## config.mk

```make
export PLATFORM = sky130hd
export DESIGN_NAME = flush_ctrl
export DESIGN_NICKNAME = d
export VERILOG_FILES = /design/src/core_cfg_pkg.sv /design/src/riscv_priv_pkg.sv /design/src/flush_ctrl.sv /design/src/updown_counter.sv
export SDC_FILE = /design/constraint.sdc
export NUM_CORES = 1
export LEC_CHECK = 0
export ABC_AREA = 1
export BUFFER_PORTS_ARGS = -buffer_cell sky130_fd_sc_hd__buf_2
export CAP_MARGIN = 10
export CORE_MARGIN = 8
export CORE_UTILIZATION = 60
export CTS_CLUSTER_DIAMETER = 30
export DETAILED_ROUTE_END_ITERATION = 6
export HOLD_SLACK_MARGIN = 0.12
export PLACE_DENSITY = 0.9
export SETUP_SLACK_MARGIN = 0.5
export SLEW_MARGIN = 25
export SYNTH_ARGS = -nofsm -noshare
export SYNTH_HDL_FRONTEND = slang
export SYNTH_SLANG_ARGS = --single-unit
```

## constraint.sdc

```tcl
create_clock -name clk_i -period 4.08 [get_ports clk_i]
set_input_delay 0.408 -clock clk_i [delete_from_list [all_inputs] [get_ports clk_i]]
set_output_delay 0.408 -clock clk_i [all_outputs]
set_load 0.02 [all_outputs]
```

## src/core_cfg_pkg.sv

```systemverilog
// --------------------
// Fixed core configuration for the flush unit
// Flags select the cache type and the enabled ISA extensions
// --------------------
package core_cfg_pkg;

  // --------------------
  // Feature flags
  // --------------------
  // Data cache is write-back and needs an explicit flush
  localparam logic DCACHE_WB = 1'b1;
  // Supervisor mode, enables sfence.vma
  localparam logic RVS       = 1'b1;
  // Hypervisor, enables hfence and VS-mode TLB flushes
  localparam logic RVH       = 1'b1;
  // Atomics, commit stage may request a flush
  localparam logic RVA       = 1'b1;
  // Debug mode entry redirects the PC
  localparam logic DEBUG_EN  = 1'b1;

  // --------------------
  // Counter widths
  // --------------------
  // Drain and micro-reset windows of 16 cycles
  localparam int unsigned DRAIN_W = 4;
  // Pad and self-invalidation counters
  localparam int unsigned PAD_W   = 32;

endpackage

```

## src/riscv_priv_pkg.sv

```systemverilog
// --------------------
// Privilege levels and data widths seen by the flush unit
// --------------------
package riscv_priv_pkg;

  // Virtual address, used for boot, commit and restart PCs
  typedef logic [31:0] vaddr_t;

  // Plain 32-bit CSR value
  // Pad cycles, recorded ceiling, self-invalidation period
  typedef logic [31:0] word_t;

  // --------------------
  // Privilege levels
  // --------------------
  // Encoding 2 is reserved
  typedef enum logic [1:0] {
    PRIV_LVL_U = 2'd0,
    PRIV_LVL_S = 2'd1,
    PRIV_LVL_M = 2'd3
  } priv_lvl_e;

endpackage

```

## src/flush_ctrl.sv

```systemverilog
// --------------------
// Turns pipeline events into flush strobes and holds the data cache flush
// until the cache acknowledges it, also drives halt and self-invalidation
// --------------------
module flush_ctrl (
  input  logic                  clk_i,
  input  logic                  rst_ni,
  // Current instruction runs in VS mode
  input  logic                  v_i,
  input  logic                  mispredict_i,
  input  logic                  fence_i,
  input  logic                  fence_i_i,
  input  logic                  fence_t_i,
  input  logic                  sfence_vma_i,
  input  logic                  hfence_vvma_i,
  input  logic                  hfence_gvma_i,
  input  logic                  flush_csr_i,
  input  logic                  flush_acc_i,
  input  logic                  flush_commit_i,
  input  logic                  ex_valid_i,
  input  logic                  eret_i,
  input  logic                  set_debug_pc_i,
  // Level from the data cache, high when the flush is done
  input  logic                  flush_dcache_ack_i,
  input  logic                  halt_csr_i,
  input  logic                  halt_acc_i,
  input  logic                  fence_t_busy_i,
  input  riscv_priv_pkg::word_t selfinval_period_i,
  output logic                  set_pc_commit_o,
  output logic                  flush_if_o,
  output logic                  flush_unissued_instr_o,
  output logic                  flush_id_o,
  output logic                  flush_ex_o,
  output logic                  flush_bp_o,
  output logic                  flush_icache_o,
  output logic                  flush_tlb_o,
  output logic                  flush_tlb_vvma_o,
  output logic                  flush_tlb_gvma_o,
  output logic                  flush_dcache_o,
  output logic                  fence_active_o,
  output logic                  halt_o
);

  import core_cfg_pkg::*;

  logic             fence_active_d, fence_active_q;
  logic             flush_dcache_d, flush_dcache_q;
  logic [PAD_W-1:0] selfinval_cnt;
  logic             selfinval;

  // Qualified requests, masked by the core configuration
  logic sfence_req;
  logic hfence_vvma_req;
  logic hfence_gvma_req;
  logic commit_req;
  logic selfinval_req;
  logic dcache_req;
  logic trap_req;

  assign sfence_req      = RVS && sfence_vma_i;
  assign hfence_vvma_req = RVH && hfence_vvma_i;
  assign hfence_gvma_req = RVH && hfence_gvma_i;
  assign commit_req      = RVA && flush_commit_i;
  // Self-invalidation waits while another fence owns the cache
  assign selfinval_req   = DCACHE_WB && selfinval && !fence_active_q;
  // Exception, eret or debug entry, the front end takes a new PC
  assign trap_req        = ex_valid_i || eret_i || (DEBUG_EN && set_debug_pc_i);

  // fence.t always writes back, fence and fence.i only for a WB cache
  assign dcache_req = (DCACHE_WB && (fence_i || fence_i_i)) || fence_t_i || selfinval_req;

  // --------------------
  // Stage flush decode
  // --------------------
  always_comb begin : flush_decode
    set_pc_commit_o        = 1'b0;
    flush_if_o             = 1'b0;
    flush_unissued_instr_o = 1'b0;
    flush_id_o             = 1'b0;
    flush_ex_o             = 1'b0;
    flush_bp_o             = 1'b0;
    flush_icache_o         = 1'b0;
    flush_tlb_o            = 1'b0;
    flush_tlb_vvma_o       = 1'b0;
    flush_tlb_gvma_o       = 1'b0;

    // Mispredict only drops the front end and unissued entries
    if (mispredict_i) begin
      flush_if_o             = 1'b1;
      flush_unissued_instr_o = 1'b1;
    end

    // Fences and CSR side effects restart at the commit PC
    if (fence_i || fence_i_i || sfence_req || hfence_vvma_req || hfence_gvma_req ||
        flush_csr_i || flush_acc_i || commit_req || selfinval_req) begin
      set_pc_commit_o        = 1'b1;
      flush_if_o             = 1'b1;
      flush_unissued_instr_o = 1'b1;
      flush_id_o             = 1'b1;
      flush_ex_o             = 1'b1;
    end

    // New code may have been written, or fence.t clears all state
    if (fence_i_i || fence_t_i) begin
      flush_icache_o = 1'b1;
    end

    // sfence.vma in VS mode hits the guest translations
    if (sfence_req) begin
      if (RVH && v_i) begin
        flush_tlb_vvma_o = 1'b1;
      end else begin
        flush_tlb_o = 1'b1;
      end
    end
    if (hfence_vvma_req) begin
      flush_tlb_vvma_o = 1'b1;
    end
    if (hfence_gvma_req) begin
      flush_tlb_gvma_o = 1'b1;
    end

    // Traps win, the PC comes from the CSR file and not from commit
    if (trap_req) begin
      set_pc_commit_o        = 1'b0;
      flush_if_o             = 1'b1;
      flush_unissued_instr_o = 1'b1;
      flush_id_o             = 1'b1;
      flush_ex_o             = 1'b1;
      // Keep speculative fetches out of the new context
      flush_bp_o             = 1'b1;
    end
  end

  // --------------------
  // Data cache fence
  // --------------------
  always_comb begin : fence_next
    fence_active_d = fence_active_q;
    if (dcache_req) begin
      fence_active_d = 1'b1;
    end else if (fence_active_q && flush_dcache_ack_i) begin
      fence_active_d = 1'b0;
    end
  end

  // Request held until the acknowledge, registered toward the cache
  assign flush_dcache_d = dcache_req || (fence_active_q && !flush_dcache_ack_i);

  always_ff @(posedge clk_i or negedge rst_ni) begin
    if (!rst_ni) begin
      fence_active_q <= 1'b0;
      flush_dcache_q <= 1'b0;
    end else begin
      fence_active_q <= fence_active_d;
      flush_dcache_q <= flush_dcache_d;
    end
  end

  assign flush_dcache_o = flush_dcache_q;
  assign fence_active_o = fence_active_q;

  // Commit stalls for WFI, the accelerator, any fence or fence.t
  assign halt_o = halt_csr_i || halt_acc_i || (DCACHE_WB && fence_active_q) || fence_t_busy_i;

  // --------------------
  // Self-invalidation
  // --------------------
  // Counts period down to zero, fires and reloads, one pulse every period+1 cycles
  assign selfinval = (selfinval_cnt == '0) && (selfinval_period_i != '0);

  updown_counter #(
    .WIDTH (PAD_W)
  ) u_selfinval_cnt (
    .clk_i   (clk_i),
    .rst_ni  (rst_ni),
    .clear_i (1'b0),
    .en_i    (|selfinval_period_i),
    .load_i  (selfinval),
    .down_i  (1'b1),
    .d_i     (selfinval_period_i),
    .q_o     (selfinval_cnt)
  );

endmodule

```

## src/updown_counter.sv

```systemverilog
// --------------------
// Loadable up/down counter with synchronous clear
// Priority is clear, then load, then count when enabled
// --------------------
module updown_counter #(
  parameter int unsigned WIDTH = 4
) (
  input  logic             clk_i,
  input  logic             rst_ni,
  input  logic             clear_i,
  input  logic             en_i,
  input  logic             load_i,
  input  logic             down_i,
  input  logic [WIDTH-1:0] d_i,
  output logic [WIDTH-1:0] q_o
);

  logic [WIDTH-1:0] cnt_q;

  always_ff @(posedge clk_i or negedge rst_ni) begin
    if (!rst_ni) begin
      cnt_q <= '0;
    end else if (clear_i) begin
      cnt_q <= '0;
    end else if (load_i) begin
      cnt_q <= d_i;
    end else if (en_i) begin
      // Wraps silently, callers gate en_i at the limits
      if (down_i) begin
        cnt_q <= cnt_q - WIDTH'(1);
      end else begin
        cnt_q <= cnt_q + WIDTH'(1);
      end
    end
  end

  assign q_o = cnt_q;

endmodule

```

==> metrics <==
top-area cell type share of the netlist area 28.1%; first-pass GRT wire length 14.7 mm; GRT Resource Usage Total 23.9%; Setup crit end kind output pin; Post-CTS Hold Fix Bufs 0; Max-Cap Viols 0; fin. max-slew vios 0; clk_lat worst skew 0.29 ns; syn_nets 572; Top Ports 65; worst slack, placed 1.67 ns; clk buf depth 2; core area 0.00498 mm^2; yosys warns 0; Worst R2R Setup Slack 2.03 ns; Die W 87.0 um; Worst Tran Pin Value 0.784 ns; CP Buf/Inv Count 2; Initial DRT Pass Iterations 5; CTS tree yes; Starting Density 60.8%; PortBufs 64; Pint 0.485 mW; Setup crit end set_pc_commit_o; post-cts sizing count 0; RD Place Congestion 0.964; outcome completed; sequential share of the synthesized area 28.1%; vias in the first global route 3305; slowest stage delay, CP 0.36 ns; setup TNS 0 ns; final worst slack 1.35 ns; Synth area leaders dfrtp_1, nand2_1, nor2_1; hold_ws 0.195 ns; HPWL Detailed 6.60 mm; Worst path depth 9; Layout Skew 0.00669 ns; Worst EP required 3.67 ns; RSZ-0062 raised after global routing false; Critical R2R Capture u_selfinval_cnt.q_o[20]; Final period util 66.9%; # rows 26; WP data arrival 2.32 ns; detail-routed via count per cell 5.23; largest net degree at the start of global routing 35; Die ar. 0.00757 mm^2; Max VDD drop 0.155 mV; Clock Tree Root clkbuf_8; post-layout net count 631; power density cells 191 mW/mm^2; FF-to-FF path depth 10; Vias 3383; Hold Fails Final Rpt 0; Distinct cells, synth 33; Worst-path clk slew 0.08 ns; post-synthesis instance area 0.00303 mm^2; fraction of power spent switching nets 25.8%; final WL 8.61 mm; Area Growth Syn to Fin 13.2%; layout cells sized above 1 16.5%; post-CTS setup buffers 0; delay-heaviest family, CP simple AND/OR/NAND/NOR gates; LEAKAGE 1.85 nW; Hold Path Class in -> async; post-DR wirelength/cell 13.3 um; Iteration-0 DRC Markers 311; Critical Path Start Type register; Crit Path Category reg -> out; Slew HR 47.8%; Worst Path Max Fanout 22; crit path cell chain inv_1 > ha_1 > nand2_1 > nor2_1 > nand3_2 > nor2_8 > nand3_1 > a21oi_1 > buf_2; CTS buffer count 5; FF-to-FF Start u_selfinval_cnt.q_o[0]; clock power share 37.7%; number of antenna-violating nets in the routed design 0; Net Switching 0.169 mW; # setup viols final 0; initial antenna violation count 0; sequential power share 52.4%; die height 87.0 um; Logic pwr share 9.9%; slowest CP cell dfrtp_1; DRC errors left 0; Post-Syn Instances 518; FMAX 0.366 GHz; H-tree depth 2; CTS sink cnt 34; Syn Area/Cell 5.84 um^2; Critical Path Source u_selfinval_cnt.q_o[0]; GRT overflow 0; Seq cells post-synth 34; fin crit period 2.73 ns; ANT cells 0; cell accounting for the most synthesized area dfrtp_1
## how the worst min path moves through the flow
stage                                  startpoint                      end  slack (ns)  cells after the start
after floorplan                            rst_ni           fence_active_o        0.11                      0
after global placement    u_selfinval_cnt.q_o[31]  u_selfinval_cnt.q_o[31]        0.49                      2
after detailed placement  u_selfinval_cnt.q_o[31]  u_selfinval_cnt.q_o[31]        0.50                      2
after CTS                                  rst_ni  u_selfinval_cnt.q_o[15]        0.23                      1
after global routing                       rst_ni  u_selfinval_cnt.q_o[30]        0.28                      1
final                                      rst_ni  u_selfinval_cnt.q_o[20]        0.20                      1
## power by group through the flow
stage / clock network, mW / logic, mW / registers (mW)
2_1_floorplan: 0 / 0.0236 / 0.349
3_3_place_gp: 0 / 0.0638 / 0.349
3_5_place_dp: 0 / 0.0651 / 0.349
4_1_cts: 0.246 / 0.0654 / 0.342
5_1_grt: 0.261 / 0.0741 / 0.343
6_report: 0.247 / 0.0645 / 0.343
## cells in the final DEF, fill, tap and decap left out
cell,instances
xnor2_1,3
nor2b_1,1
buf_2,64
nand2_1,185
and2_1,1
xor2_1,2
and2_0,1
inv_2,3
nand2_4,3
nor3_1,1
nor4_1,2
or2_2,1
a21o_1,1
o21ai_1,2
inv_1,65
buf_4,2
dfrtp_1,34
or4_1,1
nand3b_1,11
o211ai_1,4
nor2_4,1
nand3_2,5
nand2_2,1
o21ai_0,8
a21oi_1,12
nand4_1,4
clkbuf_8,5
nor2_8,1
nand3_1,38
nor2_1,102
clkbuf_1,2
nor2_2,9
ha_1,2
## area by class of cell
class / instances / area (um^2)
Clock buffer: 7 / 76.3
Fill cell: 472 / 1550
Inverter: 68 / 255
Multi-Input combinational cell: 402 / 1820
Sequential cell: 34 / 851
Tap cell: 70 / 87.6
Timing Repair Buffer: 66 / 335
## metal layers
metal,global-route usage [%],vias to the layer above,routed length (um)
met5,0,-,0
met4,7.67,0,193
met3,5.85,19,684
met2,39.4,124,4030
met1,29.7,1533,3710
li1,-,1707,-
## cell families after synthesis
| family | after synthesis | synth area share (%) |
|---|---|---|
| XOR/XNOR | 5 | 1.45 |
| buffers and inverters | 82 | 11.7 |
| AO/OA/AOI/OAI | 27 | 4.88 |
| AND/OR/NAND/NOR | 368 | 53.0 |
| adder cells (fa/ha/maj) | 2 | 0.827 |
| flip-flops | 34 | 28.1 |
## Yosys cell counts, drive strengths merged
master / instances
clkbuf: 1
a21oi: 12
o211ai: 4
buf: 13
nor2: 113
or2: 1
ha: 2
nor2b: 1
xnor2: 3
xor2: 2
nor3: 1
nor4: 2
and2: 2
inv: 68
a21o: 1
o21ai: 10
or4: 1
nand4: 4
nand3b: 11
nand3: 43
nand2: 189
dfrtp: 34
## state kept, by name, indices dropped and copies added (netlist names)
signal	count
u_selfinval_cnt.q_o	32
flush_dcache_o	1
fence_active_o	1
## per-stage QoR
step	cells	power [mW]	util [%]	area, um^2
after floorplan	518	0.372	-	3030
after global placement	640	0.413	67.3	3350
after detailed placement	640	0.414	67.3	3350
after CTS	647	0.654	68.8	3420
after global routing	647	0.678	68.8	3420
final	647	0.654	68.8	3420
No activity file was read; power rests on OpenSTA's default activity.
